==> config.mk <==
export PLATFORM = sky130hd
export DESIGN_NAME = aether_word_mem
export DESIGN_NICKNAME = d
export VERILOG_FILES = /design/src/logic/aether_pkg.sv /design/src/logic/aether_word_mem.sv
export SDC_FILE = /design/constraint.sdc
export NUM_CORES = 2
export LEC_CHECK = 0
export BUFFER_PORTS_ARGS = -buffer_cell sky130_fd_sc_hd__buf_4
export CELL_PAD_IN_SITES_DETAIL_PLACEMENT = 0
export CELL_PAD_IN_SITES_GLOBAL_PLACEMENT = 2
export CORE_ASPECT_RATIO = 1.75
export CORE_MARGIN = 8
export CORE_UTILIZATION = 46
export DETAILED_ROUTE_END_ITERATION = 8
export PLACE_DENSITY = 0.74
export SLEW_MARGIN = 40
export SYNTH_ARGS = -nofsm -noshare
export SYNTH_HDL_FRONTEND = slang
export SYNTH_SLANG_ARGS = --single-unit
==> constraint.sdc <==
create_clock -name clk_i -period 2.13 [get_ports clk_i]
set_input_delay 0.1065 -clock clk_i [delete_from_list [all_inputs] [get_ports clk_i]]
set_output_delay 0.1065 -clock clk_i [all_outputs]
set_load 0.01 [all_outputs]
==> src/logic/aether_pkg.sv <==
package aether_pkg;

  // ------------------------------
  // Widths with a meaning
  // ------------------------------
  typedef logic [15:0] word_t;      // Host and memory data word
  typedef logic [15:0] mem_addr_t;  // Memory word address
  typedef logic [3:0]  reg_idx_t;   // Register index on param_1

  // Host instruction codes, anything else is a NOP
  typedef enum logic [3:0] {
    INSTR_NOP      = 4'h0,
    INSTR_RST      = 4'h1,  // Full reset, memory survives
    INSTR_WREG     = 4'h2,  // param_2 into register param_1
    INSTR_RREG     = 4'h3,  // Register param_1 to data_o
    INSTR_LDW_STRT = 4'h4,  // Restart buffer fill
    INSTR_LDW_CONT = 4'h5,  // Append param_2 to buffer
    INSTR_LDW_MOVE = 4'h6,  // Buffer into memory
    INSTR_MEM_READ = 4'h7   // Memory at param_2 to data_o
  } instr_e;

  // ------------------------------
  // Register map
  // ------------------------------
  localparam reg_idx_t REG_VERSN  = 4'd0;  // Read only
  localparam reg_idx_t REG_MSTRT  = 4'd1;  // First memory address
  localparam reg_idx_t REG_MENDD  = 4'd2;  // Last memory address
  localparam reg_idx_t REG_STATS  = 4'd3;  // Read only, bit 0 done, bit 1 running
  localparam reg_idx_t REG_BUFCNT = 4'd4;  // Read only, buffer fill level

  localparam word_t AETHER_VERSION = 16'h0A31;

  // Decoder to input buffer
  typedef struct packed {
    logic  clear;  // Restart write counter
    logic  write;  // Append data
    word_t data;
  } buf_wr_t;

  // Decoder to mover, addresses inclusive
  typedef struct packed {
    logic      start;
    mem_addr_t first;
    mem_addr_t last;   // first - 1 means nothing to move
  } move_cmd_t;

  // Mover to word memory
  typedef struct packed {
    logic      write;
    mem_addr_t addr;
    word_t     data;
  } mem_wr_t;

  typedef enum logic [1:0] {MOVE_IDLE, MOVE_RUN, MOVE_DRAIN} mover_state_e;

endpackage

==> src/logic/aether_word_mem.sv <==
`timescale 1ns/1ps

module aether_word_mem #(
  parameter int unsigned MemDepth = 256,
  localparam int unsigned IdxW = (MemDepth > 1) ? $clog2(MemDepth) : 1
) (
  input  logic                  clk_i,
  input  aether_pkg::mem_wr_t   mem_wr_i,
  input  aether_pkg::mem_addr_t rd_addr_i,
  output aether_pkg::word_t     rd_data_o
);

  // System memory, contents kept across RST
  aether_pkg::word_t mem [MemDepth];

  logic [IdxW-1:0] wr_idx;
  logic [IdxW-1:0] rd_idx;

  // ------------------------------
  // Address wrap
  // ------------------------------
  assign wr_idx = IdxW'(mem_wr_i.addr % MemDepth);
  assign rd_idx = IdxW'(rd_addr_i % MemDepth);

  // Single write port from the mover
  always_ff @(posedge clk_i) begin
    if (mem_wr_i.write) begin
      mem[wr_idx] <= mem_wr_i.data;
    end
  end

  // Registered read, one cycle
  always_ff @(posedge clk_i) begin
    rd_data_o <= mem[rd_idx];
  end

endmodule

==> summary.md <==
| Metric | Value |
|---|---|
| Post-Syn Instances | `between 7000 and 8000` |
| Failing checks | `setup timing` |
| Die Ht | `793 µm` |
| Setup crit start kind | `register` |
| Post-DR vias/cell | `6.06` |
| WP data arrival | `3.23 ns` |
| Max VDD drop | `0.699 mV` |
| Total power | `164000 µW` |
| First-pass GRT wire length | `631000 µm` |
| Final WS setup | `-0.340 ns` |
| Tightest Hold Check Type | `in -> reg` |
| Outcome | `complete, but fails checks` |
| Mapped Nets | `about 7400` |
| Post-DP HPWL | `294000 µm` |
| Ys flop type | `edfxtp_1` |
| DRC | `0` |
| Crit path buf inv count | `0` |
| Via count | `between 80000 and 90000` |
| Die X | `460 µm` |
| Iter 0 DRT Violations | `7885` |
| Number of synthesized register bits | `4112` |
| Critical Path Slowest Stage Cell | `mux4_2` |
| Drt total wl | `between 400000 and 500000 µm` |
| I/O Buffers | `49` |
| Worst skew pair latency | `0.91 ns` |
| CP most frequent cell | `mux4_2` |
| Clock Skew | `0.0332 ns` |
| Synth unique cells | `52` |
| Crit Path Max Fanout | `1` |
| Critical path cell sequence | `mux4_2, mux4_2, a22o_4, o32ai_4, nor4_4` |
| Final Slew Violations | `0` |
| Slew at the pin closest to its max-slew limit | `0.952 ns` |
| RSZ-0062 raised after global routing | `yes` |
| Share of cells above drive strength 1 | `30.2%` |
| Die footprint | `365000 µm²` |
| Post-synth EDFFs | `4096` |
| Relative slew margins | `36.1%` |
| CP Capture Type | `register` |
| CTS tree | `yes` |
| CP top delay family | `multiplexers` |
| Area growth syn-to-layout | `17.7%` |
| Routed wire per std cell | `34.0 µm` |
| Register area share after synthesis | `77.7%` |
| Total of max-cap violations | `0` |
| CTS H-tree lvls | `5` |
| Synth Warn # | `0` |
| Power Density | `879 nW/µm²` |
| Routability Congestion | `0.939` |
| # setup viols final | `16` |
| Largest net degree at the start of global routing | `97` |
| Number of detailed-route iterations in the first pass | `5` |
| Nets | `8407` |
| Clock Tree Root | `clkbuf_16` |
| Number of I/O pins | `66` |
| CP Data Required Time | `about 2.9 ns` |
| Post-DRT Antenna Nets | `0` |
| Crit path kind | `reg -> reg` |
| Total Routing Usage GR | `24.2%` |
| Clk buf depth | `4` |
| Fin Setup TNS | `-3.31 ns` |
| Clk slew on worst S/H paths | `0.07 ns` |
| Largest stage delay on the critical path | `around 0.53 ns` |
| Total clock sinks | `4112` |
| Synthesized area | `around 160000 µm²` |
| GR Overflow Total | `0` |
| Initial Util | `46.2%` |
| Async S/R FF share, synth | `0%` |
| Period utilization | `116%` |
| FMAX | `405 MHz` |
| Core Util, Final | `54.3%` |
| Std-Cell Rows | `285` |
| Final worst path period need | `2.47 ns` |
| Vias in the first global route | `82600` |
| Final Hold Viols | `0` |
| Leakage | `around 0.060 µW` |
| Worst hold margin | `0.0800 ns` |
| Initial antenna violation count | `19` |
| Core area | `344000 µm²` |
| DP Worst Slack | `-1.62 ns` |
| Average cell area after synthesis | `21.6 µm²` |
| CTS Buf Count | `354` |
[path summary, 6_finish.rpt]
kind | startpoint | end | slack (ns) | cells after the start
min reg2reg | mem[122][8] | rd_data_o[8] | 1.06 | 6
max | mem[27][4] | rd_data_o[4] | -0.34 | 5
min | mem_wr_i[22] | mem[201][14] | 0.08 | 5
max reg2reg | mem[27][4] | rd_data_o[4] | -0.34 | 5
[kinds of logic after synthesis]
logic type             share of synthesized area (%)
and+or+nand+nor                                 1.57
buffers and inverters                           1.69
muxes                                           15.5
DFF                                             77.7
AOI/OAI and AO/OA                               3.54
[tightest hold or removal path, delay by kind of cell]
family | cells | cell delay (ns)
and+or+nand+nor | 2 | 0.15
buffers and inverters | 3 | 0.52
[area by class of cell]
class	instances	area, µm²
clock buffers	443	9420
inverters	4	27.5
clock inverters	191	2040
well taps	4592	5750
fillers	26100	157000
flip-flops and latches	4112	123000
diodes	8	20.0
repair buffers	1093	12400
multi-input cells	2792	33800
[where the power goes]
part           total, µW  internal, µW  switching, µW  leakage [µW]
Sequential         89300         89100            157        0.0369
Combinational       9830          3810           6010        0.0175
Clock              65100         36100          28900       0.00558
[flip-flops by register name (all words and copies together), names as in the netlist]
name / cells
rd_data_o: 16
mem: 4096
[cell usage after synthesis, types with 2 or more instances]
library cell,count,share of area (%)
nand4_1,26,0.10
o31ai_1,16,0.076
mux2_2,88,0.62
a31oi_1,6,0.024
o21ai_0,37,0.12
and4_1,2,0.011
clkbuf_1,230,0.54
buf_2,76,0.24
a211oi_1,18,0.085
nor4_1,17,0.067
nand4b_1,3,0.017
buf_8,11,0.10
or2_2,4,0.016
inv_1,3,0.0071
a21o_1,2,0.0095
a21oi_1,175,0.55
nand3_1,35,0.11
nor4bb_1,2,0.013
and3_1,11,0.043
a2111oi_0,6,0.033
or3_1,2,0.0079
o32ai_1,20,0.11
o22ai_1,148,0.58
mux2i_1,565,3.6
edfxtp_1,4096,77
nor3_1,92,0.29
buf_4,26,0.12
nor2_1,304,0.72
a221oi_1,28,0.15
dfxtp_1,16,0.20
mux4_2,797,11
nand2_1,38,0.090
nor2b_1,9,0.035
buf_1,27,0.064
a22o_1,32,0.18
buf_12,5,0.063
nand2b_1,3,0.012
a22oi_1,43,0.20
o221ai_1,252,1.4
buf_6,77,0.55
[metrics by stage]
stage               instances  area (µm²)
detailed placement      12600      174000
finish                  13200      187000
CTS                     13200      187000
global placement        12600      174000
global route            13200      187000
floorplan                7360      159000
[per-layer routing]
metal / vias up / routed length, µm / share of wire [%] / GRT usage [%]
met5: - / 88 / 0.020 / 0
met4: 14 / 27500 / 6.1 / 12.4
met3: 740 / 25300 / 5.6 / 3.03
met1: 43200 / 161000 / 36 / 28.9
met2: 3001 / 236000 / 52 / 43.2
li1: 33200 / - / - / -
[cells in the final DEF (no fill, tap or decap), types with 12 or more instances in the layout]
cell type,n
a211oi_1,18
a21oi_1,175
a221oi_1,12
a221oi_2,12
a22o_1,16
a22o_4,15
a22oi_1,29
a22oi_2,14
buf_12,300
buf_4,725
buf_6,17
buf_8,17
bufinv_16,38
clkbuf_1,78
clkbuf_16,364
clkinv_1,57
clkinv_2,59
clkinvlp_4,14
dfxtp_1,16
dlygate4sd3_1,24
edfxtp_1,4096
mux2_2,69
mux2_4,19
mux2i_1,565
mux4_2,797
nand2_1,26
nand3_1,26
nand4_1,26
nor2_1,278
nor2_2,25
nor3_1,83
o21ai_0,37
o221ai_1,251
o22ai_1,146
o32ai_4,15
[what timing repair did]
item | in CTS | in global routing
gates resized for setup | 139 | 40
endpoints found under the hold margin | 4014 | 0
pin swaps | 50 | 27
hold buffers | 24 | 0
buffers inserted | 0 | 1
endpoints found under the setup margin | 16 | 16
gates cloned | 2 | 0
(Power assumes the default switching activity.)
