$ cat config.mk
export PLATFORM = sky130hd
export DESIGN_NAME = aether_buffer_mover
export DESIGN_NICKNAME = d
export VERILOG_FILES = /design/src/logic/aether_pkg.sv /design/src/logic/aether_buffer_mover.sv
export SDC_FILE = /design/constraint.sdc
export NUM_CORES = 1
export LEC_CHECK = 0
export BUFFER_PORTS_ARGS = -buffer_cell sky130_fd_sc_hd__buf_4
export CAP_MARGIN = 25
export CORE_MARGIN = 2
export CORE_UTILIZATION = 45
export DETAILED_ROUTE_END_ITERATION = 6
export PLACE_DENSITY = 0.75
export SYNTH_ARGS = -nofsm -noshare
export SYNTH_HDL_FRONTEND = slang
export SYNTH_SLANG_ARGS = --single-unit
$ cat constraint.sdc
create_clock -name clk_i -period 1.6 [get_ports clk_i]
set_input_delay 0.16 -clock clk_i [delete_from_list [all_inputs] [get_ports clk_i]]
set_output_delay 0.16 -clock clk_i [all_outputs]
set_load 0.02 [all_outputs]
$ cat src/logic/aether_pkg.sv
package aether_pkg;

  // ------------------------------
  // Widths with a meaning
  // ------------------------------
  typedef logic [15:0] word_t;      // Host and memory data word
  typedef logic [15:0] mem_addr_t;  // Memory word address
  typedef logic [3:0]  reg_idx_t;   // Register index on param_1

  // Host instruction codes, anything else is a NOP
  typedef enum logic [3:0] {
    INSTR_NOP      = 4'h0,
    INSTR_RST      = 4'h1,  // Full reset, memory survives
    INSTR_WREG     = 4'h2,  // param_2 into register param_1
    INSTR_RREG     = 4'h3,  // Register param_1 to data_o
    INSTR_LDW_STRT = 4'h4,  // Restart buffer fill
    INSTR_LDW_CONT = 4'h5,  // Append param_2 to buffer
    INSTR_LDW_MOVE = 4'h6,  // Buffer into memory
    INSTR_MEM_READ = 4'h7   // Memory at param_2 to data_o
  } instr_e;

  // ------------------------------
  // Register map
  // ------------------------------
  localparam reg_idx_t REG_VERSN  = 4'd0;  // Read only
  localparam reg_idx_t REG_MSTRT  = 4'd1;  // First memory address
  localparam reg_idx_t REG_MENDD  = 4'd2;  // Last memory address
  localparam reg_idx_t REG_STATS  = 4'd3;  // Read only, bit 0 done, bit 1 running
  localparam reg_idx_t REG_BUFCNT = 4'd4;  // Read only, buffer fill level

  localparam word_t AETHER_VERSION = 16'h0A31;

  // Decoder to input buffer
  typedef struct packed {
    logic  clear;  // Restart write counter
    logic  write;  // Append data
    word_t data;
  } buf_wr_t;

  // Decoder to mover, addresses inclusive
  typedef struct packed {
    logic      start;
    mem_addr_t first;
    mem_addr_t last;   // first - 1 means nothing to move
  } move_cmd_t;

  // Mover to word memory
  typedef struct packed {
    logic      write;
    mem_addr_t addr;
    word_t     data;
  } mem_wr_t;

  typedef enum logic [1:0] {MOVE_IDLE, MOVE_RUN, MOVE_DRAIN} mover_state_e;

endpackage

$ cat src/logic/aether_buffer_mover.sv
`timescale 1ns/1ps

module aether_buffer_mover #(
  parameter int unsigned BufferDepth = 64,
  localparam int unsigned AddrW = $clog2(BufferDepth)
) (
  input  logic                  clk_i,
  input  logic                  rst_n_i,
  input  aether_pkg::move_cmd_t move_cmd_i,
  output logic [AddrW-1:0]      buf_rd_addr_o,
  input  aether_pkg::word_t     buf_rd_data_i,
  output aether_pkg::mem_wr_t   mem_wr_o,
  output logic                  busy_o,
  output logic                  done_o
);

  aether_pkg::mover_state_e state_q;

  logic [AddrW-1:0]      rd_idx_q;    // Buffer read index
  aether_pkg::mem_addr_t run_addr_q;  // Target of the word being read
  aether_pkg::mem_addr_t last_q;
  aether_pkg::mem_addr_t wr_addr_q;   // Target of the word arriving now
  logic                  wr_vld_q;    // Read data lands this cycle
  logic                  done_q;
  logic                  empty;       // Zero-length move

  assign empty         = (aether_pkg::mem_addr_t'(move_cmd_i.last + 1'b1) == move_cmd_i.first);
  assign buf_rd_addr_o = rd_idx_q;
  assign busy_o        = move_cmd_i.start || (state_q != aether_pkg::MOVE_IDLE);
  assign done_o        = done_q;

  // Write one cycle behind its read
  assign mem_wr_o.write = wr_vld_q;
  assign mem_wr_o.addr  = wr_addr_q;
  assign mem_wr_o.data  = buf_rd_data_i;

  // ------------------------------
  // Move FSM
  // ------------------------------
  always_ff @(posedge clk_i or negedge rst_n_i) begin
    if (!rst_n_i) begin
      state_q  <= aether_pkg::MOVE_IDLE;
      rd_idx_q <= '0;
      wr_vld_q <= 1'b0;
      done_q   <= 1'b0;
    end else begin
      wr_vld_q <= (state_q == aether_pkg::MOVE_RUN);
      done_q   <= 1'b0;
      case (state_q)
        aether_pkg::MOVE_IDLE: begin
          rd_idx_q <= '0;
          if (move_cmd_i.start && empty) done_q <= 1'b1;  // Nothing to copy
          else if (move_cmd_i.start) state_q <= aether_pkg::MOVE_RUN;
        end
        aether_pkg::MOVE_RUN: begin
          rd_idx_q <= rd_idx_q + 1'b1;
          if (run_addr_q == last_q) state_q <= aether_pkg::MOVE_DRAIN;  // Last read issued
        end
        aether_pkg::MOVE_DRAIN: begin
          state_q <= aether_pkg::MOVE_IDLE;  // Final write goes out here
          done_q  <= 1'b1;
        end
        default: state_q <= aether_pkg::MOVE_IDLE;
      endcase
    end
  end

  // Address tracking
  always_ff @(posedge clk_i) begin
    wr_addr_q <= run_addr_q;
    if (state_q == aether_pkg::MOVE_IDLE) begin
      run_addr_q <= move_cmd_i.first;
      last_q     <= move_cmd_i.last;
    end else begin
      run_addr_q <= run_addr_q + 1'b1;   // Steps with rd_idx_q
    end
  end

endmodule

==> results.toml <==
[power_and_ir_drop]
power.density_nw_per_um2 = 1423
p_leak_uw = 0.001502
irDropWorstVdd_mv = 0.8523

[clock_network]
cts_made_buffers = 9
root_buffer = "clkbuf_8"
clkLatencyLatePin_ns = 0.33
cts.path.max_buffers = 2
path_clk_slew_ns = 0.06
cts_sinks = 58
cts_tree = "yes"
cts-htree-levels = 3

[critical_path]
path_buf_inv = 2
critPathLaunchType = "flip-flop"
ff2ff_setup_slack_ns = 0.14
crit_slowest_cell = "dfrtp_1"
cp.arrival_ns = 1.37
path_delay_family = "flip-flops"
critPathMaxFanout = 5
ff2ff_path_depth = 5
crit_chain = "buf_4, or3_1, buf_4"
path_class = "reg -> out"
crit_top_cell = "buf_4"
crit_path_end_kind = "primary output"
reg2reg_to = "run_addr_q[15]"
r2r_start = "run_addr_q[2]"
critPathRequiredTime_ns = 1.44
slowest_delay_ns = 0.38

[global_routing]
grt_pass1_wl_mm = 9.984
grt_pass1_vias = 2113
grt-ovfl-total = 0
antenna_found_initial = 0
grt_usage = 0.2044
grt_max_degree = 28

[sta]
tightest_slew_ns = 0.3476
finalSetupViolations = 0
grt_setup_unrepaired = "no"
timing.fmax_ghz = 0.6526
skew_ns = 0.005452
final_max_slew_viol_count = 0
hold_viol_final = 0
finalSetupTns_ns = 0
whs_ns = 0.03111
slew_headroom = 0.7662
period_minus_slack_ns = 1.532
finalCritPeriodShare = 0.9576

[yosys]
synthArstFlopShare = 0.1724
synth_flop_cell = "dfxtp_1"
ys_ff_latch = 58
syn_area_um2 = 2788
avgSynthCellArea_um2 = 10.03
syn_nets = 332
synth_area_leaders = "dfxtp_1 23%, edfxtp_1 17%, xor2_1 10%, dfrtp_1 9.0%, xnor2_1 6.6%"
ys_types = 37
yosysSeqAreaShare = 0.4919
synthCells = 278
yosysWarnings = 0
synth_edf_count = 16
synth_top_area_cell = "dfxtp_1"
synthDominantCellAreaShare = 0.2298

[routing]
drtPass1Iterations = 4
wl_met1_mm = 2.733
dr.max_layer_used = "met4"
vias_per_cell = 5.092
num_vias = 2225
drc = 0
ant_nets = 0
routedWlPerCell_um = 14.51
wl_met2_mm = 3.021
met3WireLength_um = 484
wirelength_mm = 6.339
drt_iter0_markers = 115

[hold_path]
min_to = "last_q[14]"
hold_class = "in -> reg"
hold_depth = 1
holdCritStartpoint = "move_cmd_i[14]"

[die]
core-area_um2 = 5956
fp-row-count = 28
die_w_um = 82.71
start_util = 0.4681
dieArea_um2 = 6840
io_pins = 92
fp.dieH_um = 82.71

[finish]
utilization = 0.6137
layout-drive-gt1-share = 0.3204
fin_nets = 411
n_antenna_cell = 0
filler_cell_count = 501
syn_to_final_growth_pct = 31.10

[place]
post-dp-hpwl_mm = 4.892
port_buffers = 59
finalWeightedCongestion = 0.8391

[run]
max_cap_viol_count = 0

[status]
status = "finished, final reports clean"
-- synthesized netlist by cell type (2+ instances only) --
| master | count |
|---|---|
| buf_4 | 17 |
| nor3_1 | 3 |
| nand3_1 | 9 |
| ha_1 | 3 |
| nand4_1 | 8 |
| nor4_1 | 8 |
| dfxtp_1 | 32 |
| or3_1 | 3 |
| o21ai_0 | 21 |
| inv_1 | 6 |
| nor4_2 | 3 |
| nand4_2 | 2 |
| xor2_1 | 32 |
| edfxtp_1 | 16 |
| nor2_1 | 20 |
| clkbuf_1 | 5 |
| a21oi_1 | 2 |
| a31oi_1 | 3 |
| xnor2_1 | 21 |
| nand3_2 | 2 |
| dfrtp_1 | 10 |
| nand2b_1 | 2 |
| mux2i_1 | 2 |
| and3_1 | 2 |
| nor2b_1 | 4 |
| nand2_1 | 31 |
-- layout make-up --
class / instances / area (µm²) / area share
Sequential cell: 58 / 1374 / 0.3759
Tap cell: 75 / 93.84 / 0.02568
Clock buffer: 13 / 191.4 / 0.05238
Multi-Input combinational cell: 192 / 1264 / 0.3458
Timing Repair Buffer: 90 / 693.2 / 0.1897
Inverter: 6 / 22.52 / 0.006162
Clock inverter: 3 / 16.27 / 0.004451
-- how the worst max path moves through the flow --
| stage | cells past startpoint | end | from |
|---|---|---|---|
| floorplan | 7 | state_q[0] | move_cmd_i[0] |
| global placement | 8 | state_q[0] | move_cmd_i[0] |
| detailed placement | 8 | state_q[0] | move_cmd_i[0] |
| CTS | 8 | state_q[0] | move_cmd_i[0] |
| global route | 6 | run_addr_q[15] | run_addr_q[6] |
| finish | 3 | busy_o | state_q[0] |
-- placed cells by master (no fill, tap or decap), types with 2 or more instances in the layout --
cell	netlist	routed
inv_1	6	6
edfxtp_1	16	16
clkbuf_16	0	2
nor3_1	3	3
nand3_2	2	2
clkinv_2	0	2
nor4_1	8	8
buf_4	17	87
nor2b_1	4	4
ha_1	3	3
dlygate4sd3_1	0	2
a21oi_1	2	2
clkbuf_8	0	10
nand4_2	2	2
a31oi_1	3	3
mux2i_1	2	2
xnor2_1	21	21
nor2_1	20	19
or3_1	3	3
dfxtp_1	32	30
nand3_1	9	9
dfrtp_1	10	10
o21ai_0	21	21
nand4_1	8	8
nor4_2	3	2
nand2b_1	2	2
xor2_1	32	32
nand2_1	31	31
dfxtp_2	0	2
-- power breakdown --
part / internal (µW) / switching, µW
logic: 799 / 823
registers: 1910 / 318
clock network: 789 / 560
-- logic make-up (layout without fill, tap and decap cells) --
group | Yosys count | after routing | share of synthesized area
flops | 58 | 58 | 0.4919
fa+ha+maj | 3 | 3 | 0.01347
mux | 3 | 3 | 0.01122
xor+xnor | 53 | 53 | 0.1665
buf+inv | 28 | 112 | 0.06059
simple gates | 100 | 100 | 0.1890
compound gates | 33 | 33 | 0.06733
-- sequential cells by signal (all words and copies together) (netlist names) --
register       flops
buf_rd_addr_o      6
done_o             1
last_q            16
run_addr_q        16
state_q            2
wr_addr_q         16
wr_vld_q           1
-- per-layer routing --
| layer | global-route usage | vias to the layer above |
|---|---|---|
| li1 | - | 1108 |
| met1 | 0.2627 | 1027 |
| met2 | 0.3113 | 79 |
| met3 | 0.06957 | 11 |
| met4 | 0.09180 | 0 |
| met5 | 0 | - |
-- through the flow --
step,std cells,worst slack (ns),total power [µW],cell area (µm²)
5_1_grt,437,0.01745,5518,3655
3_3_place_gp,419,-0.2094,3803,3411
3_5_place_dp,419,-0.3118,3859,3411
2_1_floorplan,278,0.02344,3141,2789
4_1_cts,436,0.04832,5211,3628
6_report,437,0.06776,5201,3655
-- what timing repair did --
item,4_1_cts,5_1_grt
endpoints found under the setup margin,0,4
hold buffers,1,1
gates resized for setup,0,4
setup buffers,0,0
endpoints found under the hold margin,10,1
(Power assumes the default switching activity.)
