## src/logic/aether_pkg.sv

```systemverilog
package aether_pkg;

  // ------------------------------
  // Widths with a meaning
  // ------------------------------
  typedef logic [15:0] word_t;      // Host and memory data word
  typedef logic [15:0] mem_addr_t;  // Memory word address
  typedef logic [3:0]  reg_idx_t;   // Register index on param_1

  // Host instruction codes, anything else is a NOP
  typedef enum logic [3:0] {
    INSTR_NOP      = 4'h0,
    INSTR_RST      = 4'h1,  // Full reset, memory survives
    INSTR_WREG     = 4'h2,  // param_2 into register param_1
    INSTR_RREG     = 4'h3,  // Register param_1 to data_o
    INSTR_LDW_STRT = 4'h4,  // Restart buffer fill
    INSTR_LDW_CONT = 4'h5,  // Append param_2 to buffer
    INSTR_LDW_MOVE = 4'h6,  // Buffer into memory
    INSTR_MEM_READ = 4'h7   // Memory at param_2 to data_o
  } instr_e;

  // ------------------------------
  // Register map
  // ------------------------------
  localparam reg_idx_t REG_VERSN  = 4'd0;  // Read only
  localparam reg_idx_t REG_MSTRT  = 4'd1;  // First memory address
  localparam reg_idx_t REG_MENDD  = 4'd2;  // Last memory address
  localparam reg_idx_t REG_STATS  = 4'd3;  // Read only, bit 0 done, bit 1 running
  localparam reg_idx_t REG_BUFCNT = 4'd4;  // Read only, buffer fill level

  localparam word_t AETHER_VERSION = 16'h0A31;

  // Decoder to input buffer
  typedef struct packed {
    logic  clear;  // Restart write counter
    logic  write;  // Append data
    word_t data;
  } buf_wr_t;

  // Decoder to mover, addresses inclusive
  typedef struct packed {
    logic      start;
    mem_addr_t first;
    mem_addr_t last;   // first - 1 means nothing to move
  } move_cmd_t;

  // Mover to word memory
  typedef struct packed {
    logic      write;
    mem_addr_t addr;
    word_t     data;
  } mem_wr_t;

  typedef enum logic [1:0] {MOVE_IDLE, MOVE_RUN, MOVE_DRAIN} mover_state_e;

endpackage

```

## src/logic/aether_input_buffer.sv

```systemverilog
`timescale 1ns/1ps

module aether_input_buffer #(
  parameter int unsigned BufferDepth = 64,
  localparam int unsigned AddrW = $clog2(BufferDepth),
  localparam int unsigned CntW = $clog2(BufferDepth + 1)
) (
  input  logic                clk_i,
  input  logic                rst_n_i,
  input  aether_pkg::buf_wr_t buf_wr_i,
  input  logic [AddrW-1:0]    rd_addr_i,
  output aether_pkg::word_t   rd_data_o,
  output logic [CntW-1:0]     count_o
);

  aether_pkg::word_t buf_mem [BufferDepth];

  logic [CntW-1:0] count_q;  // Next write index, also fill level
  logic            full;
  logic            wr_en;    // Accepted word

  assign full    = (count_q == CntW'(BufferDepth));
  assign wr_en   = buf_wr_i.write && !full && !buf_wr_i.clear;
  assign count_o = count_q;

  // ------------------------------
  // Write counter
  // ------------------------------
  always_ff @(posedge clk_i or negedge rst_n_i) begin
    if (!rst_n_i) begin
      count_q <= '0;
    end else if (buf_wr_i.clear) begin
      count_q <= '0;                // Restart fill
    end else if (wr_en) begin
      count_q <= count_q + 1'b1;    // Stops at BufferDepth
    end
  end

  // Storage, no reset on contents
  always_ff @(posedge clk_i) begin
    if (wr_en) begin
      buf_mem[count_q[AddrW-1:0]] <= buf_wr_i.data;
    end
  end

  // Registered read for the mover
  always_ff @(posedge clk_i) begin
    rd_data_o <= buf_mem[rd_addr_i];
  end

endmodule

```

## config.mk

```make
export PLATFORM = sky130hd
export DESIGN_NAME = aether_input_buffer
export DESIGN_NICKNAME = d
export VERILOG_FILES = /design/src/logic/aether_pkg.sv /design/src/logic/aether_input_buffer.sv
export SDC_FILE = /design/constraint.sdc
export NUM_CORES = 1
export LEC_CHECK = 0
export BUFFER_PORTS_ARGS = -buffer_cell sky130_fd_sc_hd__buf_2
export CAP_MARGIN = 40
export CORE_ASPECT_RATIO = 1.4
export CORE_MARGIN = 2
export CORE_UTILIZATION = 61
export DETAILED_ROUTE_END_ITERATION = 8
export GPL_TIMING_DRIVEN = 0
export HOLD_SLACK_MARGIN = 0.03
export PLACE_DENSITY = 0.75
export SYNTH_ARGS = -nofsm -noshare
export SYNTH_HDL_FRONTEND = slang
export SYNTH_SLANG_ARGS = --single-unit
```

## constraint.sdc

```tcl
create_clock -name clk_i -period 5.8 [get_ports clk_i]
set_input_delay 0.87 -clock clk_i [delete_from_list [all_inputs] [get_ports clk_i]]
set_output_delay 0.87 -clock clk_i [all_outputs]
set_load 0.05 [all_outputs]
```

==> results of run 1 <==
## final timing paths
| path | start | endpoint | slack, ps | cells past startpoint |
|---|---|---|---|---|
| max in group asynchronous | rst_n_i | count_o[4] | 5040 | 2 |
| setup reg to reg | count_o[4] | buf_mem[31][2] | 2220 | 8 |
| hold / removal | count_o[6] | count_o[6] | 590 | 2 |
| min in group asynchronous | rst_n_i | count_o[0] | 600 | 2 |
| hold reg to reg | count_o[6] | count_o[6] | 590 | 2 |
| setup / recovery | count_o[4] | buf_mem[31][2] | 2220 | 8 |
## critical path: stages, from the launching register on
cell,delay (ps)
dfrtp_1,350
clkbuf_1,480
or3_1,190
buf_2,300
o31ai_4,160
nor3_2,430
nand3_2,540
nor2_2,620
buf_8,220
## synth_stat cells (4+ instances only)
library cell	n	share of area
edfxtp_1	1024	0.77
mux4_2	245	0.14
nor2_1	81	0.0076
a22oi_1	62	0.012
a21oi_1	44	0.0055
nand2_1	42	0.0040
buf_2	41	0.0051
mux2i_1	35	0.0088
o22ai_1	27	0.0042
buf_4	22	0.0041
clkbuf_1	19	0.0018
dfxtp_1	16	0.0080
buf_6	14	0.0040
nand3_1	12	0.0015
nor3_1	12	0.0015
a211oi_1	11	0.0021
a22o_1	11	0.0024
a31oi_1	10	0.0016
o21ai_0	9	0.0011
a221oi_1	7	0.0015
dfrtp_1	7	0.0044
nor2b_1	7	0.0011
buf_1	6	0.00056
nand2_2	6	0.00094
inv_1	4	0.00038
nand2b_1	4	0.00063
## cells in the final DEF, fill, tap and decap left out, drive strengths merged, types with 4 or more instances in the layout
cell type,Yosys,routed
nand2,48,48
nand3,14,14
o21ai,12,12
edfxtp,1024,1024
clkbuf,19,135
a211oi,11,11
dfrtp,7,7
a31oi,10,10
a221oi,7,7
dfxtp,16,16
nand2b,4,4
clkinvlp,0,8
nor2,83,83
a21oi,44,44
buf,83,207
inv,4,8
o22ai,27,27
a22oi,62,62
nor3,14,14
or3,4,4
mux2i,35,35
bufinv,0,9
clkinv,0,35
nor2b,7,7
mux4,245,245
a22o,11,11
## sequential cells by signal, indices dropped and copies added, names as in the netlist
signal     flops
buf_mem     1024
count_o        7
rd_data_o     16
## where the power goes
part,internal (uW),switching [uW],total (uW)
registers,8320,10.7,8340
logic,283,569,852
clock network,3580,2740,6320
## cell families after synthesis
family          share of synthesized area
mux                                0.1471
xor+xnor                        0.0008783
buf+inv                           0.01596
compound gates                    0.03105
flops                              0.7831
simple gates                      0.02126
fa+ha+maj                       0.0006271
## metal layers
metal / vias to the layer above / global-route usage
met5: - / 0
met4: 2 / 0.1528
met3: 264 / 0.05964
met2: 1214 / 0.5014
met1: 10351 / 0.3779
li1: 8050 / -
## area by class of cell
class                           instances  area (um^2)  area share
Inverter                                4        15.01   0.0003276
Buffer                                102        621.8     0.01357
Sequential cell                      1047        31250      0.6818
Timing Repair Buffer                  125         1546     0.03375
Multi-Input combinational cell        656         8175      0.1784
Clock inverter                         56        599.3     0.01308
Clock buffer                          116         2571     0.05611
Tap cell                              840         1051     0.02294
## repair_timing
item | in CTS | in global routing
setup buffers | 0 | 0
setup endpoints to repair | 0 | 0
hold endpoints to repair | 7 | 0
hold buffers | 1 | 0
## per-stage QoR
stage                     utilization  cells  hold WS, ps  setup WS (ps)  power (uW)
final                          0.7099   2946        588.8           2223       15510
after global routing           0.7099   2946        593.0           2143       15860
after CTS                      0.7099   2946        550.2           2265       15550
after detailed placement       0.6607   2773        581.1           2117        9336
after global placement         0.6378   2693        569.4           1805        9288
after floorplan                     -   1809        574.4           2840        8954
==> flow_summary.toml, run 1 <==
[outcome]
status = "finished clean"

[synth]
ys_seq_elements = 1047
syn-num-nets = 1837
syn_avg_cell_area_um2 = 22.05
synth_edf_count = 1024
netlist_area_um2 = 39900
postSynthCellCount = 1809
synth-seq-area-share = 0.7831
yosysUniqueCellTypes = 42
ys.flop_type = "edfxtp_1"
ys_async_sr_fraction = 0.006686
synth_warnings = 0

[timing]
clock_skew_ps = 31.55
fin_crit_sh = 0.6168
tightest_slew_ps = 980.4
relSlewSlack = 0.3395
fmax_mhz = 279.5
final-max-slew-violation-count = 0
min_period_ps = 3577
setup_viol = 0
rsz0062_at_grt = "false"
hold_violations = 0
fin_tns_setup_ps = 0

[floorplan]
num_rows = 110
start_util = 0.6181
coreArea_um2 = 64550
die_w_um = 220.1
io_pins = 49
dieHeight_um = 306.6
die-area_um2 = 67500

[place]
gp_congestion = 0.8910
numPortBuffers = 44
dp_hpwl_mm = 65.28
place_area_um2 = 42640

[pwr]
leakagePower_uw = 0.01460
peakVddDrop_uv = 285.5
power_density_nw_per_um2 = 338.5

[detailed_routing]
vias = 19881
wl_mm = 97.97
route.detailed.drc = 0
routed-wl-met2_mm = 50.20
drtAntennaViolNets = 0
vias_per_cell = 6.748
wire_per_inst_um = 33.26
wl_met1_mm = 33.11
dr_wl_met3_mm = 9.090
drt_pre_antenna_iters = 5
maxUsedRoutingLayer = "met5"
drt_iter0_drc = 2643

[worst_setup_path]
path_class = "reg -> reg"
arrival_ps = 3940
cp.required_ps = 6160
critPathCaptureType = "register"
critPathMaxFanout = 10
crit_path_start_kind = "register"

[global_routing]
grt_max_degree = 53
gr-total-overflow = 0
grt_pass1_wl_mm = 141.3
antenna_found_initial = 2
grt_pass1_vias = 20387
grt_usage = 0.3007

[clock_network]
cts_sinks = 1047
cts_tree = "done"
htreeDepth = 3
cts_made_buffers = 94
clk_latency_ps = 660
cts_root_buffer = "clkbuf_16"
cts-resized-gates = 0
clockBufferDepth = 3
clkTransAtPathRegs_ps = 60

[cells_and_area]
drive_gt1_frac = 0.3200
syn2layout_area_growth_pct = 14.86
antennaDiodeCount = 0
final_nets = 2058
fill_cells = 3569
stdcell_area_um2 = 45830

[job]
drv_cap = 0

[min_path]
holdCritPathClass = "reg -> reg"
Power figures use the tool's default switching activity.
==> inputs of run 2 (changes only) <==
--- a/config.mk
+++ b/config.mk
@@ -9,11 +9,11 @@
 export CAP_MARGIN = 40
 export CORE_ASPECT_RATIO = 1.4
 export CORE_MARGIN = 2
-export CORE_UTILIZATION = 61
+export CORE_UTILIZATION = 56
 export DETAILED_ROUTE_END_ITERATION = 8
 export GPL_TIMING_DRIVEN = 0
 export HOLD_SLACK_MARGIN = 0.03
-export PLACE_DENSITY = 0.75
+export PLACE_DENSITY = 0.73
 export SYNTH_ARGS = -nofsm -noshare
 export SYNTH_HDL_FRONTEND = slang
 export SYNTH_SLANG_ARGS = --single-unit
==> constraint.sdc (replaced) <==
create_clock -name clk_i -period 3 [get_ports clk_i]
set_input_delay 0.45 -clock clk_i [delete_from_list [all_inputs] [get_ports clk_i]]
set_output_delay 0.45 -clock clk_i [all_outputs]
set_load 0.05 [all_outputs]
==> run 2 against run 1 <==
Net effect:
- the flow now finishes with violations (setup timing)
- utilization fell by 5.5 points
- first-iteration DRC count fell by 24%
- sequential power rose by 93%
- via count fell by 0.19%
- final area rose by 0.56%
- die area rose by 8.8%
- global-route usage fell by 2.8 points
- non-clock buffer count rose by 12
- clock skew fell by 0.88 ps
- critical path depth fell by 1
- clock power rose by 84%
- flip-flop and latch count did not move
==> flow_summary.toml, run 2 (same netlist as run 1, synthesis figures left out) <==
[outcome]
violations = "setup timing"
status = "finished with violations"

[timing]
hold_violations = 0
tightest_slew_ps = 985.2
final-max-slew-violation-count = 0
min_period_ps = 3007
fmax_mhz = 332.6
relSlewSlack = 0.3414
fin_crit_sh = 1.002
holdWs_ps = 167.0
fin_ws_ps = -6.643
setup_viol = 9
fin_tns_setup_ps = -39.07
rsz0062_at_grt = "true"
clock_skew_ps = 30.68

[worst_setup_path]
startpoint = "count_o[5]"
critPathCaptureType = "register"
crit_path_start_kind = "register"
path_class = "reg -> reg"
r2r_start = "count_o[5]"
worst_path_dominant_cell_family = "simple AND/OR/NAND/NOR gates"
cp.required_ps = 3350
crit_slowest_cell = "dfrtp_1"
arrival_ps = 3350
worstPathCellList = "or3_1 -> buf_4 -> o31ai_4 -> nor3_4 -> nand2_2 -> nor2_2 -> buf_8"
critPathMaxFanout = 12
cp.buffers_inverters = 2
crit_path_max_incr_delay_ps = 630

[cells_and_area]
layout.cells.non_filler = 3047
syn2layout_area_growth_pct = 15.50
layout_common_cells = "1024 x edfxtp_1, 245 x mux4_2, 89 x buf_2, 89 x clkbuf_16, 62 x a22oi_1"
final_nets = 2064
layout_commonest_cell = "edfxtp_1"
fill_cells = 4312
drive_gt1_frac = 0.3156
largest_reg_flops = 1024

[place]
numPortBuffers = 44
gp_congestion = 0.8767
dpl.cell_count = 2874
dp_hpwl_mm = 65.75

[pwr]
leakagePower_uw = 0.01462
peakVddDrop_uv = 423.7
power_density_nw_per_um2 = 636.2

[detailed_routing]
route.detailed.drc = 0
drt_pre_antenna_iters = 5
vias_per_cell = 6.513
drt_iter0_drc = 2021
wl_mm = 97.90
drtAntennaViolNets = 0
wire_per_inst_um = 32.13
vias = 19844

[clock_network]
cts_tree = "done"
cts_root_buffer = "clkbuf_16"
htreeDepth = 3
clockBufferDepth = 3
clk_latency_ps = 670
cts_sinks = 1047
clkTransAtPathRegs_ps = 60
cts_made_buffers = 88

[floorplan]
die_w_um = 229.6
die-area_um2 = 73430
start_util = 0.5670
io_pins = 49
num_rows = 115
coreArea_um2 = 70360
dieHeight_um = 319.8

[global_routing]
antenna_found_initial = 2
gr-total-overflow = 0
grt_usage = 0.2730
grt_max_degree = 54
grt_pass1_vias = 20380
grt_pass1_wl_mm = 142.1

[min_path]
holdCritPathClass = "in -> async"

[job]
drv_cap = 0
## run 2: through the flow
step	util	area, um^2	total power, uW	setup WS [ps]
detailed placement	0.6079	42770	18040	-507.6
global route	0.6549	46080	30000	-87.27
finish	0.6549	46080	29320	-6.643
CTS	0.6543	46040	29390	70.17
global placement	0.5868	41290	17940	-1150
floorplan	-	39900	17310	40.32
## run 2: worst reg2reg max path: cells and delay by family (launching register included)
kind                   cells  cell delay [ps]
AO/OA/AOI/OAI              1              170
AND/OR/NAND/NOR            4             1390
buffers and inverters      2              520
flip-flops                 1              630
## run 2: final cells by class
type | count | area [um^2] | area share
flip-flops and latches | 1047 | 31250 | 0.6781
multi-input cells | 656 | 8408 | 0.1825
clock buffers | 121 | 2427 | 0.05267
repair buffers | 139 | 1714 | 0.03720
well taps | 936 | 1171 | 0.02541
plain buffers | 100 | 616.8 | 0.01339
clock inverters | 43 | 480.5 | 0.01043
inverters | 4 | 15.01 | 0.0003258
diodes | 1 | 2.502 | 0.00005430
## run 2: layer usage
| metal | vias to the layer above | part of all wire | global-route usage |
|---|---|---|---|
| li1 | 8071 | - | - |
| met1 | 10452 | 0.34 | 0.3376 |
| met2 | 1102 | 0.52 | 0.4683 |
| met3 | 217 | 0.082 | 0.04708 |
| met4 | 2 | 0.053 | 0.1352 |
| met5 | - | 0.00013 | 0 |
## run 2: report_power, final
group	total (uW)	switching, uW	internal [uW]
clock	11600	5090	6470
sequential	16100	19.8	16100
combinational	1640	1080	554
## run 2: final timing paths
kind / end / slack (ps) / cells past startpoint
setup / recovery: buf_mem[51][1] / -7 / 7
hold / removal: count_o[1] / 170 / 2
setup reg to reg: buf_mem[51][1] / -7 / 7
hold reg to reg: count_o[6] / 630 / 2
max in group asynchronous: count_o[4] / 2670 / 2
min in group clk_i: buf_mem[4][6] / 180 / 1
## run 2: repair_timing
action,4_1_cts,5_1_grt
endpoints found under the hold margin,7,0
pin swaps,6,0
gates resized for setup,46,4
buffers inserted,8,1
endpoints found under the setup margin,832,116
hold buffers,1,0
