File: src/logic/aether_pkg.sv
package aether_pkg;

  // ------------------------------
  // Widths with a meaning
  // ------------------------------
  typedef logic [15:0] word_t;      // Host and memory data word
  typedef logic [15:0] mem_addr_t;  // Memory word address
  typedef logic [3:0]  reg_idx_t;   // Register index on param_1

  // Host instruction codes, anything else is a NOP
  typedef enum logic [3:0] {
    INSTR_NOP      = 4'h0,
    INSTR_RST      = 4'h1,  // Full reset, memory survives
    INSTR_WREG     = 4'h2,  // param_2 into register param_1
    INSTR_RREG     = 4'h3,  // Register param_1 to data_o
    INSTR_LDW_STRT = 4'h4,  // Restart buffer fill
    INSTR_LDW_CONT = 4'h5,  // Append param_2 to buffer
    INSTR_LDW_MOVE = 4'h6,  // Buffer into memory
    INSTR_MEM_READ = 4'h7   // Memory at param_2 to data_o
  } instr_e;

  // ------------------------------
  // Register map
  // ------------------------------
  localparam reg_idx_t REG_VERSN  = 4'd0;  // Read only
  localparam reg_idx_t REG_MSTRT  = 4'd1;  // First memory address
  localparam reg_idx_t REG_MENDD  = 4'd2;  // Last memory address
  localparam reg_idx_t REG_STATS  = 4'd3;  // Read only, bit 0 done, bit 1 running
  localparam reg_idx_t REG_BUFCNT = 4'd4;  // Read only, buffer fill level

  localparam word_t AETHER_VERSION = 16'h0A31;

  // Decoder to input buffer
  typedef struct packed {
    logic  clear;  // Restart write counter
    logic  write;  // Append data
    word_t data;
  } buf_wr_t;

  // Decoder to mover, addresses inclusive
  typedef struct packed {
    logic      start;
    mem_addr_t first;
    mem_addr_t last;   // first - 1 means nothing to move
  } move_cmd_t;

  // Mover to word memory
  typedef struct packed {
    logic      write;
    mem_addr_t addr;
    word_t     data;
  } mem_wr_t;

  typedef enum logic [1:0] {MOVE_IDLE, MOVE_RUN, MOVE_DRAIN} mover_state_e;

endpackage

File: src/logic/aether_instruct_decoder.sv
`timescale 1ns/1ps

module aether_instruct_decoder #(
  parameter int unsigned BufferDepth = 64,
  localparam int unsigned CntW = $clog2(BufferDepth + 1)
) (
  input  logic                  clk_i,
  input  logic                  rst_n_i,
  input  aether_pkg::instr_e    instruction_i,
  input  aether_pkg::reg_idx_t  param_1_i,
  input  aether_pkg::word_t     param_2_i,
  output aether_pkg::word_t     data_o,
  input  logic [CntW-1:0]       buf_count_i,
  input  logic                  mover_busy_i,
  input  logic                  mover_done_i,
  input  aether_pkg::word_t     mem_rd_data_i,
  output aether_pkg::buf_wr_t   buf_wr_o,
  output aether_pkg::move_cmd_t move_cmd_o,
  output aether_pkg::mem_addr_t mem_rd_addr_o,
  output logic                  interrupt_o
);

  // Decoded strobes, busy gate applied
  logic do_rst, do_wreg, do_rreg, do_strt, do_cont, do_move, do_mread;
  logic range_reg;  // param_1 names MSTRT or MENDD

  aether_pkg::mem_addr_t mstrt_q, mendd_q;
  logic                  done_q;         // Sticky move done
  logic                  mem_rd_pend_q;  // Memory read in flight
  aether_pkg::word_t     rreg_val;
  aether_pkg::move_cmd_t move_cmd_q;

  logic [16:0]           span, move_len;  // One bit wider, full address space
  aether_pkg::mem_addr_t move_last;

  assign interrupt_o   = mover_busy_i;  // Busy level to host
  assign mem_rd_addr_o = param_2_i;     // Memory registers it, result next cycle
  assign move_cmd_o    = move_cmd_q;

  // ------------------------------
  // Instruction decode
  // ------------------------------
  always_comb begin
    range_reg = (param_1_i == aether_pkg::REG_MSTRT) || (param_1_i == aether_pkg::REG_MENDD);
    do_rst   = 1'b0;
    do_wreg  = 1'b0;
    do_rreg  = 1'b0;
    do_strt  = 1'b0;
    do_cont  = 1'b0;
    do_move  = 1'b0;
    do_mread = 1'b0;
    case (instruction_i)
      aether_pkg::INSTR_RST:      do_rst   = 1'b1;
      aether_pkg::INSTR_WREG:     do_wreg  = !(interrupt_o && range_reg);
      aether_pkg::INSTR_RREG:     do_rreg  = 1'b1;
      aether_pkg::INSTR_LDW_STRT: do_strt  = !interrupt_o;
      aether_pkg::INSTR_LDW_CONT: do_cont  = !interrupt_o;
      aether_pkg::INSTR_LDW_MOVE: do_move  = !interrupt_o;
      aether_pkg::INSTR_MEM_READ: do_mread = 1'b1;
      default: ;  // NOP and unused codes
    endcase
  end

  // Buffer port, RST also empties it
  assign buf_wr_o.clear = do_rst || do_strt;
  assign buf_wr_o.write = do_cont;
  assign buf_wr_o.data  = param_2_i;

  // Register read mux
  always_comb begin
    case (param_1_i)
      aether_pkg::REG_VERSN:  rreg_val = aether_pkg::AETHER_VERSION;
      aether_pkg::REG_MSTRT:  rreg_val = mstrt_q;
      aether_pkg::REG_MENDD:  rreg_val = mendd_q;
      aether_pkg::REG_STATS:  rreg_val = {14'd0, mover_busy_i, done_q || mover_done_i};
      aether_pkg::REG_BUFCNT: rreg_val = aether_pkg::word_t'(buf_count_i);
      default:                rreg_val = '0;
    endcase
  end

  // Move length, range capped by buffer fill
  always_comb begin
    if (mendd_q >= mstrt_q) span = 17'(mendd_q) - 17'(mstrt_q) + 17'd1;
    else span = '0;  // Reversed range
    move_len  = (17'(buf_count_i) < span) ? 17'(buf_count_i) : span;
    move_last = aether_pkg::mem_addr_t'(17'(mstrt_q) + move_len - 17'd1);
  end

  // ------------------------------
  // Registers and data_o
  // ------------------------------
  always_ff @(posedge clk_i or negedge rst_n_i) begin
    if (!rst_n_i) begin
      mstrt_q       <= '0;
      mendd_q       <= '0;
      done_q        <= 1'b0;
      mem_rd_pend_q <= 1'b0;
      move_cmd_q    <= '0;
      data_o        <= '0;
    end else begin
      move_cmd_q.start <= 1'b0;      // One-cycle start pulse
      mem_rd_pend_q    <= do_mread;
      if (do_rst) begin
        mstrt_q       <= '0;
        mendd_q       <= '0;
        done_q        <= 1'b0;
        mem_rd_pend_q <= 1'b0;
        data_o        <= '0;
      end else begin
        if (mover_done_i) done_q <= 1'b1;
        if (do_move) begin
          done_q     <= 1'b0;
          move_cmd_q <= '{start: 1'b1, first: mstrt_q, last: move_last};
        end
        if (do_wreg && param_1_i == aether_pkg::REG_MSTRT) mstrt_q <= param_2_i;
        if (do_wreg && param_1_i == aether_pkg::REG_MENDD) mendd_q <= param_2_i;
        if (mem_rd_pend_q) data_o <= mem_rd_data_i;  // Second stage of MEM_READ
        else if (do_rreg) data_o <= rreg_val;
      end
    end
  end

endmodule

File: config.mk
export PLATFORM = sky130hd
export DESIGN_NAME = aether_instruct_decoder
export DESIGN_NICKNAME = d
export VERILOG_FILES = /design/src/logic/aether_pkg.sv /design/src/logic/aether_instruct_decoder.sv
export SDC_FILE = /design/constraint.sdc
export NUM_CORES = 1
export LEC_CHECK = 0
export BUFFER_PORTS_ARGS = -buffer_cell sky130_fd_sc_hd__buf_4
export CAP_MARGIN = 20
export CELL_PAD_IN_SITES_DETAIL_PLACEMENT = 1
export CELL_PAD_IN_SITES_GLOBAL_PLACEMENT = 1
export CORE_AREA = 2 2 133 135
export DETAILED_ROUTE_END_ITERATION = 6
export DIE_AREA = 0 0 135 137
export PLACE_DENSITY_LB_ADDON = 0.12
export SKIP_LAST_GASP = 1
export SLEW_MARGIN = 20
export SYNTH_ARGS = -nofsm -noshare
export SYNTH_HDL_FRONTEND = slang
export SYNTH_SLANG_ARGS = --single-unit
File: constraint.sdc
create_clock -name clk_i -period 5.7 [get_ports clk_i]
set_clock_uncertainty 0.15 [all_clocks]
set_input_delay 1.71 -clock clk_i [delete_from_list [all_inputs] [get_ports clk_i]]
set_output_delay 1.71 -clock clk_i [all_outputs]
set_load 0.01 [all_outputs]
==> flow_results.org, run 1 <==
** Die
- Core region area :: 17100 um^2
- The die is 137 um tall.
- After floorplanning, the core was divided into 48 placement rows.
- Overall die width :: 135 um
- Initial standard-cell utilization of the core :: 0.376
- Die outline area :: between 15000 and 20000 um^2
- Top-level port count :: between 100 and 150

** Run status
- Violations in the final reports :: setup timing
- Result of the run :: complete, but fails checks

** Placed design
- During placement, the flow inserted port buffers numbering 134.
- Final GP Congestion :: 0.853
- Total half-perimeter wirelength after legalization and detailed placement :: approximately 17000 um

** Timing
- Portion of the clock cycle consumed by the worst path in the final layout :: 1.04
- PnR worst setup slack :: -0.200 ns
- Worst slew margin relative to its limit :: 0.285
- Final hold violation count :: 0
- Subtracting the final worst setup slack from the clock period gives around 6 ns.
- Sum Neg Setup Slack :: -0.693 ns
- Based on the critical path, the design can be clocked at up to 0.169 GHz.
- Setup violations remaining at the end of the flow were counted as 5.
- Slew at the pin closest to its max-slew limit :: 1.07 ns
- The number of pins with negative max-slew slack in the final report came to 0.
- Setup repair after global routing could not meet its margin everywhere.

** Power
- Worst VDD drop :: approximately 0.00015 V
- In this run the static leakage power is 4.50 nW.
- In this run the power density over the cells is ~250 nW/um^2.
- Total power for the finished layout comes to 0.00215 W.

** Clocking
- H-tree depth reported by CTS :: 3
- Counting along the longest clock path gives a buffer depth of 2.
- TritonCTS built the clock tree.
- After clock tree synthesis, the flow added hold-fix buffers numbering 0.
- Buffers inserted during clock tree synthesis total 9.
- Reg clk slew, reported paths :: 0.07 ns
- Source-to-sink clock delay at the later pin of the worst-skew pair :: between 0.3 and 0.4 ns
- The clock drives 83 sinks.
- The root buffer cell chosen for the clock tree is clkbuf_16.

** Synthesis
- The share of the Yosys chip area taken by registers is 0.324.
- Synthesis-stage register bit count :: 83
- Number of distinct standard cells referenced by the synthesized netlist :: 72
- After synthesis, the share of flip-flops with an asynchronous set or reset is 1.00.
- For this run, the number of Yosys warnings is 0.
- Synth Flop Type :: dfrtp_1
- Synth Instances :: 706
- Average cell area after synthesis :: 9.09 um^2
- The synthesized netlist occupies a cell area of 6420 um^2.
- Largest area contributor in the netlist :: dfrtp_1
- Ranked by total cell area, the synthesized netlist is headed by dfrtp_1, ha_1, mux2i_1.
- Number of enable-type register cells in the synthesized netlist :: 0
- The share of synthesized area in the top cell type comes to 0.324.

** Worst setup path
- The worst setup path is launched from a register.
- STA puts the critical path data arrival time at 5.95 ns.
- The slowest stage of the critical path belongs to the cell dfrtp_1.
- The worst setup path is captured at a register.
- The critical path is of the register to register type.
- At the worst endpoint, the required time is 5.75 ns.
- In this run the worst path has a maximum fanout of 4.
- For this run, the slowest stage of the critical path takes 0.39 ns.

** Layout
- Summing all flip-flop and latch instances after layout gives 2080 um^2.
- Antenna Cells :: 0
- Of the cells placed in the final design, the portion with a size suffix greater than 1 is 0.344.
- The multi-input combinational cells in the finished layout cover a total of ~4000 um^2.
- FILL cells :: just over 2k
- Leaving out fill and tap cells, the most frequent cell in the layout is buf_4.
- Leaving out fill and tap cells, the most frequent cells in the layout are buf_4, dfrtp_1, nand2_1.
- The final layout contains 1028 nets.
- Compared with the post-synthesis result, the final layout area differs by 34.4%.

** GRT
- The total overflow left after global routing is 0.
- The via count of the first global-routing pass was 6188.
- Total Routing Usage GR :: 0.226
- The number of antenna violations at the first check in global routing is 0.
- Pin count of the biggest net entering global routing :: around 60
- The first global-routing pass estimated 32300 um of wire.

** Run
- Maximum capacitance violations :: 0

** Drt
- Number of detailed-route iterations in the first pass :: 4
- Wires add up to 20700 um.
- Detail Route Antenna Nets :: 0
- The routed layout has 5866 vias.
- For this block, the initial DRC count from the detailed router was 182.
- After detailed routing, the number of vias per cell comes to 5.20.
- In the routed design, unresolved DRC markers number 0.
- Wirelength per Cell :: 18.4 um

** Min path
- The worst hold path belongs to the class register to register.
-- metrics by stage --
stage	cells	hold WS, ns	worst slack, ns	util	instance area (um^2)
finish	1129	0.318	-0.200	0.506	8630
global route	1129	0.361	-0.455	0.506	8630
detailed placement	1107	0.309	-0.327	0.477	8130
CTS	1127	0.323	-0.205	0.501	8540
floorplan	713	0.339	0.0341	-	6500
global placement	1107	0.311	-0.196	0.477	8130
-- cell type report --
class / count / share of cell area
multi-input cells: 507 / 0.463
inverters: 68 / 0.0296
repair buffers: 231 / 0.201
flip-flops and latches: 83 / 0.241
clock buffers: 11 / 0.0293
clock inverters: 4 / 0.00391
well taps: 225 / 0.0326
-- worst max-delay path, delay by kind of cell, from the launching register on --
family          cells  cell delay, ns
fa+ha+maj           6            1.56
compound gates     17            3.04
simple gates        2            0.31
flops               1            0.39
xor+xnor            1            0.16
buf+inv             3            0.16
-- state kept, by name, indices dropped and copies added, names as in the netlist --
name and flops:
move_cmd_o 33, data_o 16, mendd_q 16, mstrt_q 16, done_q 1, mem_rd_pend_q 1
-- what timing repair did --
action                                  4_1_cts  5_1_grt
resized for setup                            16       14
endpoints found under the hold margin         0        0
endpoints found under the setup margin        7       10
pin swaps                                    11        5
buffers inserted                              5        3
-- where the power goes --
group | switching [W] | total [W] | internal (W)
Sequential | 0.0000330 | 0.000677 | 0.000644
Clock | 0.000255 | 0.000575 | 0.000320
Combinational | 0.000445 | 0.000897 | 0.000451
Total | 0.000733 | 0.00215 | 0.00142
-- logic make-up (layout without fill, tap and decap cells) --
| logic type | Yosys count | in the layout | synth area share |
|---|---|---|---|
| compound gates | 172 | 172 | 0.195 |
| xor+xnor | 19 | 19 | 0.0259 |
| fa+ha+maj | 77 | 77 | 0.161 |
| buf+inv | 123 | 314 | 0.0918 |
| flops | 83 | 83 | 0.324 |
| mux | 38 | 38 | 0.0602 |
| other cells | 1 | 8 | 0.000584 |
| simple gates | 193 | 193 | 0.142 |
-- cell usage after synthesis (all sizes together) (4+ instances only) --
| master | number |
|---|---|
| xor2 | 8 |
| o2bb2a | 4 |
| o22ai | 5 |
| buf | 34 |
| nand2 | 72 |
| xnor2 | 11 |
| fa | 9 |
| a211o | 5 |
| o21ai | 54 |
| nor3 | 13 |
| a21oi | 25 |
| nand3 | 7 |
| o21a | 6 |
| a22oi | 10 |
| a22o | 20 |
| clkbuf | 21 |
| o31a | 4 |
| mux2i | 36 |
| nor2b | 9 |
| ha | 68 |
| nand2b | 12 |
| nor2 | 61 |
| dfrtp | 83 |
| a31oi | 5 |
| inv | 68 |
| a21o | 7 |
-- final timing paths --
kind / to / slack (ns) / startpoint / cells after the start
max: move_cmd_o[15] / -0.20 / mstrt_q[2] / 29
min: move_cmd_o[10] / 0.32 / move_cmd_o[10] / 2
max reg2reg: move_cmd_o[15] / -0.20 / mstrt_q[2] / 29
min reg2reg: move_cmd_o[10] / 0.32 / move_cmd_o[10] / 2
max in group asynchronous: move_cmd_o[17] / 3.21 / rst_n_i / 2
min in group asynchronous: move_cmd_o[3] / 1.22 / rst_n_i / 1
-- layer usage --
layer | track usage | vias up | part of all wire
li1 | - | 2804 | -
met5 | 0 | - | 0
met4 | 0.0596 | 0 | 0.023
met3 | 0.0337 | 34 | 0.035
met2 | 0.418 | 135 | 0.53
met1 | 0.275 | 2893 | 0.42
Note: power is estimated with default switching activity, not from simulation.
==> run 2: changes to the inputs <==
CORE_AREA = 2 2 127 129   (was 2 2 133 135)
CTS_CLUSTER_SIZE = 16   (was default)
DIE_AREA = 0 0 129 131   (was 0 0 135 137)
clock period = 6 ns   (was 5.7 ns; I/O delays follow)
==> run 2 against run 1 <==
Against the previous run: sequential share of layout area about the same; the run now ends clean; clock power rose by 5.0%; worst hold slack improved by 0.0067 ns; core utilization up 4.7 points; final cell count shrank 2.0%.
==> flow_results.org, run 2 (synthesis gave the netlist of run 1 again) <==
** Run status
- Result of the run :: completed

** Power
- Part of the total power dissipated in sequential elements :: 0.297 (-0.018)
- Lkg Pwr :: 4.46 nW (-0.98%)
- Cell area power density :: 251 nW/um^2 (+0.69%)
- Switching part of the total power :: 0.348 (+0.00672)
- The cell-internal power was 0.00141 W (-0.38%).
- P_sw :: 0.000753 W (+2.6%)
- The worst-case vdd ir drop is 0.000128 V (-14%).
- Part of the power in combinational logic :: 0.424 (+0.007)
- Portion of total power attributed to the clock network :: 0.279 (+0.011)

** GRT
- Highest-utilization routing layer at the global route stage :: met2
- Total Routing Usage GR :: 0.249 (+0.0224)
- Global-route track usage on met2 :: 0.457 (+0.0389)
- Met3 track demand over resource in global routing :: 0.0330 (-0.000723)
- The met1 global-route usage was 0.307 (+0.0323).
- The number of antenna violations at the first check in global routing came to 0 (unchanged).
- Global-route congestion overflow total :: 0 (unchanged)
- Vias in the first global route :: 6130 (-0.94%)
- Pin count of the biggest net entering global routing :: 61 (unchanged)
- First-pass GRT wire length :: 32200 um (-0.30%)

** Die
- Die outline height :: 131 um (-4.4%)
- Top-level port count :: 135 (unchanged)
- The die area is 16900 um^2 (-8.6%).
- The core footprint is 15600 um^2 (-8.6%).
- The initial core utilization came to 0.412 (+0.0352).
- The width of the die is 129 um (-4.4%).
- The standard-cell row count is 46 (-4.2%).

** Worst setup path
- CP delay by family, top :: compound AO/OA/AOI/OAI gates
- Slowest stage cell, crit path :: fa_1
- The endpoint identified for the worst register-to-register timing path is move_cmd_o[15].
- Count of buffer and inverter cells on the critical path :: 4 (+1)
- The worst setup slack for register-to-register paths was 0.02 ns (+0.22 ns).
- Worst r2r src :: mstrt_q[1]
- STA classifies the critical path endpoint as a register.
- Maximum fanout encountered on the critical timing path :: 2 (-2)
- The required time at the endpoint of the critical path was 6.05 ns (+0.30 ns).
- The number of cells on the worst reg-to-reg path was 28 (-3.4%).
- The data arrival time of the critical path was 6.03 ns (+0.08 ns).
- The delay contributed by the slowest stage of the critical path is 0.42 ns (+0.03 ns).
- STA classifies the critical path startpoint as a register.
- By startpoint and endpoint, the worst setup path is classified as register to register.

** Clocking
- The clock slew seen by the registers of the worst setup and hold paths was 0.07 ns (about the same).
- The number of H-tree levels is 3 (unchanged).
- The maximum count of clock buffers along a single path came to 2 (unchanged).
- The total clock sinks is 83 (unchanged).
- Source-to-sink clock delay at the later pin of the worst-skew pair :: 0.35 ns (about the same)
- In this run the clock root is driven by a clkbuf_16.
- CTS tree :: done
- Number of buffers added to fix hold violations after cts :: 0 (unchanged)
- The number of CTS-inserted buffers was 9 (unchanged).

** Timing
- Worst slew margin relative to its limit :: 0.322 (+0.0370)
- Slew Limit Fails :: 0 (unchanged)
- Sum Neg Setup Slack :: 0 ns (+0.693 ns)
- Time the final worst path needs with I/O delays and setup :: 5.98 ns (+0.0848 ns)
- The transition time at the pin with the least slew margin was 1.01 ns (-0.0554 ns).
- The fraction of the cycle the final worst path needs came to 0.997 (-0.0376).
- Number of endpoints failing setup at the final stage :: 0 (-5)
- Highest achievable clock rate :: 0.167 GHz (-1.4%)
- RSZ-0062 raised after global routing :: true
- Final hold violation count :: 0 (unchanged)

** Drt
- The detail-routed net length per standard cell was 19.3 um (+4.8%).
- The detailed-route wire length was 21300 um (+2.7%).
- The initial detailed-routing violation count is 255 (+40%).
- The remaining antenna violation count after routing was 0 (unchanged).
- Detailed-route via count :: 5848 (-0.31%)
- The post-route DRC violation count came to 0 (unchanged).
- Number of detailed-route iterations in the first pass :: 4 (unchanged)
- The detail-routed via count per cell came to 5.29 (+1.8%).

** Min path
- Startpoint of the lowest-slack hold path :: move_cmd_o[10]
- The tightest min-delay check is of the register to register type.
- The cell depth of the worst min-delay path came to 2 (unchanged).
- The worst hold path terminates at move_cmd_o[10].

** Layout
- The library cell used most frequently in the layout, excluding fill and tap cells, is buf_4.
- The fraction of layout cells with a size suffix above 1 is 0.346 (+0.00204).
- The final antenna diode count came to 0 (unchanged).
- The flip-flop count of the largest register, all copies and words added is 33 (unchanged).
- The number of nets at the end of the flow is 1013 (-1.5%).
- Total area of multi-input combinational cells :: 4070 um^2 (+1.8%)
- The sequential cell area is 2080 um^2 (unchanged).
- Top library cells by usage in the layout, fill and taps aside :: buf_4, dfrtp_1, nand2_1
- The final-layout fill cell count was 1789 (-12%).
- The area growth from synthesis to final layout came to 34.4% (about the same).
- Finished Core Util :: 0.553 (+0.0471)

** Placed design
- The half-perimeter wire length of the detailed placement result came to 16100 um (-2.4%).
- The weighted congestion at the end of routability-driven global placement was 0.865 (+1.4%).
- Port buffer count :: 134 (unchanged)

** Run
- The total of max-cap violations came to 0 (unchanged).
## run 2: changes by cell type in the layout (fill, tap and decap cells not counted), moves of 3 or more
cell and change:
inv_8 +3, buf_6 +3, buf_4 -18, ha_4 +3, nor2_2 +3
## run 2: metal layers
| layer | part of all wire | vias to the layer above |
|---|---|---|
| met5 | 0 | - |
| met4 | 0.019 | 0 |
| met3 | 0.025 | 26 |
| met2 | 0.53 | 124 |
| met1 | 0.43 | 2920 |
| li1 | - | 2778 |
## run 2: worst min-delay path, cell delays in order (launching register included)
cell	delay, ns
dfrtp_1	0.35
nand2_1	0.05
nand2_1	0.05
## run 2: power by group through the flow
stage | Combinational, W | Clock (W) | Sequential [W]
finish | 0.000916 | 0.000604 | 0.000643
global placement | 0.000774 | 0 | 0.000651
detailed placement | 0.000797 | 0 | 0.000654
CTS | 0.000847 | 0.000613 | 0.000643
floorplan | 0.000452 | 0 | 0.000673
global route | 0.00100 | 0.000633 | 0.000649
## run 2: repair_timing
action / in CTS / in global routing
pin swaps: 14 / 17
gates resized for setup: 16 / 36
cloned: 0 / 0
setup endpoints to repair: 7 / 9
buffers inserted: 5 / 8
## run 2: how the worst max path moves through the flow
stage / startpoint / to / slack [ns] / cells after the start
2_1_floorplan: buf_count_i[2] / move_cmd_o[15] / 0.03 / 21
3_3_place_gp: buf_count_i[2] / move_cmd_o[15] / -0.26 / 22
3_5_place_dp: buf_count_i[2] / move_cmd_o[15] / -0.39 / 22
4_1_cts: mstrt_q[2] / move_cmd_o[15] / 0.001 / 32
5_1_grt: mstrt_q[2] / move_cmd_o[15] / -0.31 / 31
6_report: mstrt_q[1] / move_cmd_o[15] / 0.02 / 28
## run 2: area by class of cell
| cell class | count | share of cell area |
|---|---|---|
| inverter | 68 | 0.0296 |
| timing repair buffer | 216 | 0.190 |
| sequential | 83 | 0.241 |
| clock inverter | 7 | 0.0112 |
| tap | 216 | 0.0313 |
| clock buffer | 9 | 0.0261 |
| multi-input combinational | 507 | 0.471 |
## run 2: stage by stage
step / hold slack, ns / instance area (um^2) / setup WS, ns / power, W / std cells
floorplan: 0.339 / 6460 / 0.0274 / 0.00113 / 713
global placement: 0.308 / 7950 / -0.256 / 0.00142 / 1080
detailed placement: 0.317 / 7950 / -0.394 / 0.00145 / 1080
CTS: 0.332 / 8390 / 0.00116 / 0.00210 / 1101
global route: 0.363 / 8630 / -0.308 / 0.00229 / 1106
finish: 0.325 / 8630 / 0.0153 / 0.00216 / 1106
